File: src/ex1Pkg.sv
// shared widths, command encodings and constants of the EX1 stage
// the widths are architectural and not meant to be changed
`default_nettype none

package ex1Pkg;

	// architectural widths
	typedef logic [63:0] gpr_t;
	typedef logic [47:0] vaddr_t;
	typedef logic [5:0] regId_t;
	typedef logic [4:0] crId_t;
	// immediate with its sign bit on top
	typedef logic [32:0] imm_t;
	typedef logic [7:0] ixt_t;
	typedef logic [15:0] trap_t;
	typedef logic [4:0] memOpm_t;
	typedef logic [1:0] memOk_t;

	// main opcode field, opUCmd[5:0]
	typedef enum logic [5:0] {
		nop = 6'h00,
		invOp = 6'h01,
		leaMr = 6'h02,
		movRm = 6'h03,
		movMr = 6'h04,
		alu3 = 6'h05,
		unary = 6'h06,
		aluw3 = 6'h07,
		mul3 = 6'h08,
		mulw3 = 6'h09,
		movRc = 6'h0A,
		movCr = 6'h0B,
		movIr = 6'h0C,
		bra = 6'h0D,
		braNb = 6'h0E,
		bsr = 6'h0F,
		jmp = 6'h10,
		jsr = 6'h11,
		opIxs = 6'h12,
		opIxt = 6'h13
	} ucmd_t;

	// condition field, opUCmd[7:6]
	typedef enum logic [1:0] {
		condAlways = 2'b00,
		condNever = 2'b01,
		condTrue = 2'b10,
		condFalse = 2'b11
	} cond_t;

	// sub-ops carried in opUIxt[5:0]
	typedef enum logic [5:0] {
		ixsNop = 6'h00,
		ixsMovt = 6'h01,
		ixsMovnt = 6'h02,
		ixsTrapb = 6'h03
	} ixsOp_t;

	typedef enum logic [5:0] {
		ixtNop = 6'h00,
		ixtSleep = 6'h01,
		ixtBreak = 6'h02,
		ixtClrt = 6'h03,
		ixtSett = 6'h04,
		ixtClrs = 6'h05,
		ixtSets = 6'h06,
		ixtNott = 6'h07,
		ixtNots = 6'h08,
		ixtRte = 6'h09,
		ixtTrapa = 6'h0A,
		ixtSyse = 6'h0B
	} ixtOp_t;

	// memory op modes, load/store are prefix + unsigned bit + size
	localparam memOpm_t memOpmReady = 5'b00000;
	localparam memOpm_t memOpmTrap = 5'b00111;
	localparam logic [1:0] memPfxStore = 2'b10;
	localparam logic [1:0] memPfxLoad = 2'b01;
	localparam memOk_t memOkHold = 2'd1;

	// register ids
	localparam regId_t grZero = 6'h00;
	localparam crId_t crZero = 5'h00;
	localparam crId_t crPc = 5'h01;

	// trap codes
	localparam trap_t trapRte = 16'hFF00;
	localparam logic [11:0] trapaPrefix = 12'hC08;
	localparam logic [3:0] syscallNibble = 4'hE;

	// SR bit positions
	localparam int srT = 0;
	localparam int srS = 1;
	localparam int srJq = 31;

endpackage

`default_nettype wire

File: src/addressGen.sv
// base plus scaled index, scale from ixt[5:4]
// address mode follows SR.JQ one cycle late, reset starts in 32-bit mode
`timescale 1ns/1ps
`default_nettype none

module addressGen (
	input logic clock,
	input logic reset,
	input ex1Pkg::gpr_t baseVal,
	input ex1Pkg::gpr_t indexVal,
	input ex1Pkg::ixt_t opUIxt,
	input logic srJqIn,
	output ex1Pkg::vaddr_t aguAddr
);
	import ex1Pkg::*;

	logic jqMode;
	logic [1:0] scale;
	vaddr_t sum48;
	logic [31:0] sum32;

	// registered copy of SR.JQ
	always_ff @(posedge clock) begin
		if (reset)
			jqMode <= 1'b0;
		else
			jqMode <= srJqIn;
	end

	assign scale = opUIxt[5:4];

	// both widths computed, mode picks one
	assign sum48 = baseVal[47:0] + (indexVal[47:0] << scale);
	assign sum32 = baseVal[31:0] + (indexVal[31:0] << scale);

	// 32-bit mode leaves the upper 16 bits clear
	assign aguAddr = jqMode ? sum48 : {16'h0000, sum32};

endmodule

`default_nettype wire

File: src/ex1Stage.sv
// EX1 stage top, wiring only
// opUCmd[7:6] is the condition, [5:0] the opcode; inputs hold while exHold is up
`timescale 1ns/1ps
`default_nettype none

module ex1Stage (
	input logic clock,
	input logic reset,
	input logic [7:0] opUCmd,
	input ex1Pkg::ixt_t opUIxt,
	input logic opBraFlush,
	input logic opPreBra,
	input ex1Pkg::regId_t regIdRm,
	input ex1Pkg::gpr_t regValRs,
	input ex1Pkg::gpr_t regValRt,
	input ex1Pkg::gpr_t regValRm,
	input ex1Pkg::gpr_t regValCRm,
	input ex1Pkg::vaddr_t regValPc,
	input ex1Pkg::imm_t regValImm,
	input ex1Pkg::gpr_t regInSr,
	input ex1Pkg::vaddr_t regInLr,
	input ex1Pkg::gpr_t regInDlr,
	input ex1Pkg::gpr_t regInExc,
	input ex1Pkg::memOk_t memDataOK,
	output ex1Pkg::regId_t regIdRn1,
	output ex1Pkg::gpr_t regValRn1,
	output ex1Pkg::regId_t heldIdRn1,
	output ex1Pkg::crId_t regIdCn1,
	output ex1Pkg::gpr_t regValCn1,
	output logic exHold,
	output logic regHeld,
	output ex1Pkg::trap_t exTrapExc,
	output ex1Pkg::vaddr_t memAddr,
	output ex1Pkg::memOpm_t memOpm,
	output ex1Pkg::gpr_t memDataOut,
	output ex1Pkg::gpr_t regOutSr,
	output ex1Pkg::vaddr_t regOutLr
);
	import ex1Pkg::*;

	ucmd_t effCmd;
	vaddr_t aguAddr;
	crId_t crId;
	gpr_t crVal;
	logic doBranch;
	vaddr_t branchTarget;
	logic faultHold;
	logic memRequest;

	// condition check against SR.T
	opQualify uQualify (
		.opUCmd(opUCmd),
		.opBraFlush(opBraFlush),
		.srTIn(regInSr[srT]),
		.effCmd(effCmd)
	);

	// Rs is the base, Rt the index
	addressGen uAgu (
		.clock(clock),
		.reset(reset),
		.baseVal(regValRs),
		.indexVal(regValRt),
		.opUIxt(opUIxt),
		.srJqIn(regInSr[srJq]),
		.aguAddr(aguAddr)
	);

	execDispatch uDispatch (
		.effCmd(effCmd),
		.opUIxt(opUIxt),
		.opPreBra(opPreBra),
		.aguAddr(aguAddr),
		.regIdRm(regIdRm),
		.regValRs(regValRs),
		.regValRt(regValRt),
		.regValRm(regValRm),
		.regValCRm(regValCRm),
		.regInSr(regInSr),
		.regInDlr(regInDlr),
		.regValPc(regValPc),
		.regInLr(regInLr),
		.regValImm(regValImm),
		.regInExc(regInExc),
		.gprId(regIdRn1),
		.gprVal(regValRn1),
		.crId(crId),
		.crVal(crVal),
		.heldId(heldIdRn1),
		.doBranch(doBranch),
		.branchTarget(branchTarget),
		.faultHold(faultHold),
		.memRequest(memRequest),
		.memAddr(memAddr),
		.memOpm(memOpm),
		.memDataOut(memDataOut),
		.regOutSr(regOutSr),
		.regOutLr(regOutLr),
		.exTrapExc(exTrapExc)
	);

	redirectMerge uMerge (
		.crId(crId),
		.crVal(crVal),
		.doBranch(doBranch),
		.branchTarget(branchTarget),
		.heldId(heldIdRn1),
		.faultHold(faultHold),
		.memRequest(memRequest),
		.memDataOK(memDataOK),
		.regIdCn1(regIdCn1),
		.regValCn1(regValCn1),
		.exHold(exHold),
		.regHeld(regHeld)
	);

endmodule

`default_nettype wire

File: src/execDispatch.sv
// decodes the qualified command into writes, memory start, SR and trap updates
// memory ops are only started here and their completion and data return happen later
// branch redirect is resolved by the merge stage
`timescale 1ns/1ps
`default_nettype none

module execDispatch (
	input ex1Pkg::ucmd_t effCmd,
	input ex1Pkg::ixt_t opUIxt,
	input logic opPreBra,
	input ex1Pkg::vaddr_t aguAddr,
	input ex1Pkg::regId_t regIdRm,
	input ex1Pkg::gpr_t regValRs,
	input ex1Pkg::gpr_t regValRt,
	input ex1Pkg::gpr_t regValRm,
	input ex1Pkg::gpr_t regValCRm,
	input ex1Pkg::gpr_t regInSr,
	input ex1Pkg::gpr_t regInDlr,
	input ex1Pkg::vaddr_t regValPc,
	input ex1Pkg::vaddr_t regInLr,
	input ex1Pkg::imm_t regValImm,
	input ex1Pkg::gpr_t regInExc,
	output ex1Pkg::regId_t gprId,
	output ex1Pkg::gpr_t gprVal,
	output ex1Pkg::crId_t crId,
	output ex1Pkg::gpr_t crVal,
	output ex1Pkg::regId_t heldId,
	output logic doBranch,
	output ex1Pkg::vaddr_t branchTarget,
	output logic faultHold,
	output logic memRequest,
	output ex1Pkg::vaddr_t memAddr,
	output ex1Pkg::memOpm_t memOpm,
	output ex1Pkg::gpr_t memDataOut,
	output ex1Pkg::gpr_t regOutSr,
	output ex1Pkg::vaddr_t regOutLr,
	output ex1Pkg::trap_t exTrapExc
);
	import ex1Pkg::*;

	vaddr_t relTarget;
	logic [2:0] sizeBits;

	// pc-relative target keeps the pc's upper segment
	assign relTarget = {regValPc[47:32], aguAddr[31:0]};
	// unsigned bit and size with the prefix added per op
	assign sizeBits = {opUIxt[2], opUIxt[5:4]};

	// memOpm qualifies the address and store data that always go out
	assign memAddr = aguAddr;
	assign memDataOut = regValRm;

	always_comb begin
		gprId = grZero;
		gprVal = '0;
		crId = crZero;
		crVal = '0;
		heldId = grZero;
		doBranch = 1'b0;
		branchTarget = relTarget;
		faultHold = 1'b0;
		memRequest = 1'b0;
		memOpm = memOpmReady;
		regOutSr = regInSr;
		regOutLr = regInLr;
		exTrapExc = '0;

		case (effCmd)
			nop: begin
			end
			leaMr: begin
				gprId = regIdRm;
				gprVal = {16'h0000, aguAddr};
			end
			movRm: begin
				memRequest = 1'b1;
				memOpm = {memPfxStore, sizeBits};
			end
			movMr: begin
				memRequest = 1'b1;
				memOpm = {memPfxLoad, sizeBits};
				// loaded value arrives in a later stage
				heldId = regIdRm;
			end
			// results come from later stages
			alu3, unary, aluw3, mul3, mulw3: heldId = regIdRm;
			movRc: begin
				crId = regIdRm[4:0];
				crVal = regValRs;
			end
			movCr: begin
				gprId = regIdRm;
				gprVal = regValCRm;
			end
			movIr: begin
				gprId = regIdRm;
				case (opUIxt[3:0])
					// plain sign-extended immediate
					4'h0: gprVal = {{31{regValImm[32]}}, regValImm};
					// shift-and-insert forms
					4'h1: gprVal = {regValRs[55:0], regValImm[7:0]};
					4'h2: gprVal = {regValRs[47:0], regValImm[15:0]};
					4'h3: gprVal = {regValRs[31:0], regValImm[31:0]};
					// jumbo form with the value prebuilt in Rt
					default: gprVal = regValRt;
				endcase
			end
			braNb: begin
				// predicted taken but not taken so fall back to pc
				if (opPreBra) begin
					doBranch = 1'b1;
					branchTarget = regValPc;
				end
			end
			// predicted branches were already redirected in fetch
			bra: doBranch = !opPreBra;
			bsr: begin
				regOutLr = regValPc;
				doBranch = !opPreBra;
			end
			jmp: begin
				doBranch = 1'b1;
				branchTarget = regValRs[47:0];
			end
			jsr: begin
				regOutLr = regValPc;
				doBranch = 1'b1;
				branchTarget = regValRs[47:0];
			end
			opIxs: begin
				case (ixsOp_t'(opUIxt[5:0]))
					ixsNop: begin
					end
					ixsMovt: begin
						gprId = regIdRm;
						gprVal = {63'h0, regInSr[srT]};
					end
					ixsMovnt: begin
						gprId = regIdRm;
						gprVal = {63'h0, !regInSr[srT]};
					end
					ixsTrapb: begin
						memRequest = 1'b1;
						memOpm = memOpmTrap;
					end
					default: faultHold = 1'b1;
				endcase
			end
			opIxt: begin
				case (ixtOp_t'(opUIxt[5:0]))
					ixtNop, ixtSleep: begin
					end
					// debugger may let a break through
					ixtBreak: faultHold = !regInExc[15];
					ixtClrt: regOutSr[srT] = 1'b0;
					ixtSett: regOutSr[srT] = 1'b1;
					ixtClrs: regOutSr[srS] = 1'b0;
					ixtSets: regOutSr[srS] = 1'b1;
					ixtNott: regOutSr[srT] = !regInSr[srT];
					ixtNots: regOutSr[srS] = !regInSr[srS];
					ixtRte: exTrapExc = trapRte;
					ixtTrapa: exTrapExc = {trapaPrefix, regIdRm[3:0]};
					// syscall number from DLR
					ixtSyse: exTrapExc = {syscallNibble, regInDlr[11:0]};
					default: faultHold = 1'b1;
				endcase
			end
			// invOp and every unknown opcode stall the pipe
			default: faultHold = 1'b1;
		endcase
	end

endmodule

`default_nettype wire

File: src/opQualify.sv
// condition and flush gating of the incoming micro-command
// a disabled bra still reaches dispatch as braNb unless flushed
`timescale 1ns/1ps
`default_nettype none

module opQualify (
	input logic [7:0] opUCmd,
	input logic opBraFlush,
	input logic srTIn,
	output ex1Pkg::ucmd_t effCmd
);
	import ex1Pkg::*;

	cond_t cond;
	ucmd_t rawCmd;
	logic opEnable;

	// split the command byte
	assign cond = cond_t'(opUCmd[7:6]);
	assign rawCmd = ucmd_t'(opUCmd[5:0]);

	always_comb begin
		case (cond)
			condAlways: opEnable = 1'b1;
			condNever: opEnable = 1'b0;
			condTrue: opEnable = srTIn;
			default: opEnable = !srTIn;
		endcase
		// flush wins over any condition
		if (opBraFlush)
			opEnable = 1'b0;
	end

	// squashed bra still needs the not-taken path
	always_comb begin
		if (opEnable)
			effCmd = rawCmd;
		else if ((rawCmd == bra) && !opBraFlush)
			effCmd = braNb;
		else
			effCmd = nop;
	end

endmodule

`default_nettype wire

File: src/redirectMerge.sv
// branch redirect overrides any ordinary control register write
// exHold covers decode faults and a memory port reporting hold
`timescale 1ns/1ps
`default_nettype none

module redirectMerge (
	input ex1Pkg::crId_t crId,
	input ex1Pkg::gpr_t crVal,
	input logic doBranch,
	input ex1Pkg::vaddr_t branchTarget,
	input ex1Pkg::regId_t heldId,
	input logic faultHold,
	input logic memRequest,
	input ex1Pkg::memOk_t memDataOK,
	output ex1Pkg::crId_t regIdCn1,
	output ex1Pkg::gpr_t regValCn1,
	output logic exHold,
	output logic regHeld
);
	import ex1Pkg::*;

	logic memStall;

	// redirect goes out as a PC write
	assign regIdCn1 = doBranch ? crPc : crId;
	assign regValCn1 = doBranch ? {16'h0000, branchTarget} : crVal;

	// only a started memory op waits on the port
	assign memStall = memRequest && (memDataOK == memOkHold);
	assign exHold = faultHold || memStall;

	// any pending destination marks the stage as holding a result
	assign regHeld = (heldId != grZero);

endmodule

`default_nettype wire

File: config.mk
export PLATFORM = sky130hd
export DESIGN_NAME = ex1Stage
export DESIGN_NICKNAME = d
export VERILOG_FILES = /design/src/ex1Pkg.sv /design/src/addressGen.sv /design/src/ex1Stage.sv /design/src/execDispatch.sv /design/src/opQualify.sv /design/src/redirectMerge.sv
export SDC_FILE = /design/constraint.sdc
export NUM_CORES = 1
export LEC_CHECK = 0
export ABC_AREA = 1
export BUFFER_PORTS_ARGS = -buffer_cell sky130_fd_sc_hd__buf_2
export CAP_MARGIN = 10
export CORE_AREA = 3 3 390 392
export DETAILED_ROUTE_END_ITERATION = 12
export DIE_AREA = 0 0 393 395
export HOLD_SLACK_MARGIN = 0.15
export SLEW_MARGIN = 5
export SYNTH_ARGS = -nofsm -noshare
export SYNTH_HDL_FRONTEND = slang
export SYNTH_SLANG_ARGS = --single-unit
File: constraint.sdc
create_clock -name clock -period 9.49 [get_ports clock]
set_input_delay 2.847 -clock clock [delete_from_list [all_inputs] [get_ports clock]]
set_output_delay 2.847 -clock clock [all_outputs]
set_load 0.01 [all_outputs]
==> impl_metrics.toml <==
[global_route]
grt_pass1_vias = 17190
grt-ovfl-total = 0
antenna_found_initial = 186
grtUsageTotal_pct = 18.23
grt_pass1_wl_microns = 182900
grt_max_degree = 66

[setup_path]
path_depth = 23
critPathTopFamily = "simple AND/OR/NAND/NOR gates"
worst_path_most_repeated_cell = "nand2_1"
crit_path_top_delay_cell = "fa_1"
arrival_ns = 6.31
crit_type = "in2out"
worst_ep_required_time_ns = 6.64
critPathLaunchType = "input port"
cp_num_buf_inv = 5
cp_slowest_stage_delay_ns = 0.45
cp_cell_sequence = "buf_2 > buf_4 > nor2_2 > inv_1 > nor2_1 > ha_1 > fa_1 > nand3_1 > nand3_1 > nand2_1 > nand2_1 > nand2_1 > nand2_1 > nand2_1 > nand2_1 > nand2_1 > nand2_1 > buf_12 > nand2_1 > nand2_1 > nand2_1 > nand2_1 > buf_2"
crit_fanout = 8
crit_path_end_kind = "output pin"

[detailed_routing]
num_vias = 18420
wire_per_inst_microns = 30.75
drcViolationCount = 0
via_per_inst = 3.805
ant_nets = 0
drt_iter0_markers = 1771
first_pass_iters = 5
drt_wl_total_microns = 148800

[timing]
worst_slew_pin_slew_ns = 0.9550
rsz0062_at_grt = "no"
fin_setup_tns_ns = 0
hold_violations = 0
setup_violations = 0
drv_slew = 0
period_minus_slack_ns = 9.153
timing.final.crit_share_pct = 96.45
max-slew-margin-rel_pct = 36.33
max_freq_ghz = 0.1093

[logic_synthesis]
avgSynthCellArea_sq_um = 4.811
ys_seq_area_share_pct = 0.1762
yosysMostFrequentCell = "nand2_1"
synthCells = 2362
synth_edf_count = 0
synth_area_sq_mm = 0.01136
syn-num-nets = 3015
synth_flop_cell = "dfxtp_1"
synth_area_leader_cell = "nand2_1"
synth_seq_cells = 1
synth_top_area_share_pct = 27.74
synthArstFlopShare_pct = 0
synth_common_cells = "nand2_1 (840), inv_1 (418), o21ai_0 (205)"
ys_top_cells_by_area = "nand2_1 (28%), inv_1 (14%), o21ai_0 (9.0%), buf_4 (8.9%), nor2_1 (5.8%)"
yosysUniqueCellTypes = 45
yosys_warnings = 0

[clocking]
path_clk_slew_ns = 0
cts_hold_buffers = 0

[floorplan]
core-area_sq_mm = 0.1492
die_area_sq_mm = 0.1552
pin_count = 997
num_rows = 142
start_util_pct = 7.615
die_h_microns = 395
fp.dieW_microns = 393

[cells_and_area]
top_regs = "uAgu.jqMode: 1 flops"
num-nets-final = 3498
final_layout_size_suffix_gt1_share_pct = 26.03
fill_cells = 18000
seq_area_sq_um = 20.02
area_growth_pct = 46.13
top_register = "uAgu.jqMode"
multi_input_area_sq_mm = 0.008378
largest_reg_flops = 1

[outcome]
status = "finished, final reports clean"

[power_and_ir_drop]
max-vdd-ir-drop_uv = 35.66
power.total_w = 0.001107
leakage_nw = 9.142
p_per_area_mw_per_mm2 = 66.66

[place]
detailed_place_hpwl_microns = 136400
io_buffers = 629
gp_congestion = 0.9757

[worst_hold_path]
holdPathStages = 2
whs_endpoint = "uAgu.jqMode"
worstHoldStart = "reset"
hp-class = "in2reg"

[run]
cap_violations = 0
## area by class of cell
| type | instances | share of cell area [%] |
|---|---|---|
| Multi-Input combinational cell | 1715 | 50.45 |
| Antenna cell | 53 | 0.7986 |
| Sequential cell | 1 | 0.1205 |
| Timing Repair Buffer | 701 | 24.36 |
| Tap cell | 1944 | 14.65 |
| Inverter | 426 | 9.629 |
## stage by stage
stage          setup slack [ns]  area (sq um)  utilization (%)  hold slack [ns]  instances
6_report                 0.3372         16610            11.13            3.005       4840
5_1_grt                 0.06486         16520            11.07            3.013       4807
2_1_floorplan             1.164         11360                -            2.918       2362
3_3_place_gp             0.2796         16470            11.03            3.004       4787
3_5_place_dp             0.2647         16470            11.03            3.007       4787
4_1_cts                  0.2553         16470            11.03            3.007       4787
## report_power, final
part	total [W]	switching, W	internal, W
clock	0.000000000701	0	0.000000000700
sequential	0.00000617	0.00000165	0.00000452
combinational	0.00110	0.000749	0.000352
total	0.00111	0.000751	0.000356
## logic make-up after synthesis
kind of cell / Yosys count / synth area share, %
compound gates: 428 / 21.88
xor+xnor: 20 / 1.541
fa+ha+maj: 48 / 5.351
buf+inv: 646 / 26.33
flops: 1 / 0.1762
mux: 20 / 1.762
simple gates: 1199 / 42.96
## worst max-delay path by stage
stage               startpoint       endpoint  slack [ns]
floorplan            opUIxt[4]  regValCn1[30]        1.16
global placement     opUIxt[4]  regValCn1[30]        0.28
detailed placement   opUIxt[4]  regValCn1[30]        0.26
CTS                  opUIxt[4]  regValCn1[30]        0.26
global route         opUIxt[4]  regValCn1[29]        0.06
finish               opUIxt[4]  regValCn1[24]        0.34
## routing by layer
layer | wire length [microns] | vias to the layer above | track usage, % | share of wire [%]
met2 | 68500 | 1372 | 30.45 | 46
met5 | 493 | - | 0 | 0.33
met4 | 6288 | 76 | 6.129 | 4.2
met3 | 19750 | 382 | 9.209 | 13
li1 | - | 8381 | - | -
met1 | 53810 | 8207 | 19.86 | 36
## what timing repair did
action                                  4_1_cts  5_1_grt
buffers inserted                              0        0
resized for setup                             0        2
endpoints found under the setup margin        0        3
## placed cells by master (no fill, tap or decap), types with 20 or more instances in the layout
master,n
nand2_1,839
buf_2,613
inv_1,418
o21ai_0,205
nor2_1,176
nand3_1,99
a21oi_1,64
buf_4,62
diode_2,53
ha_1,47
o221ai_1,40
o22ai_1,40
nand4_1,35
o21ai_1,32
buf_12,25
mux2i_1,20
Note: power is estimated with default switching activity, not from simulation.
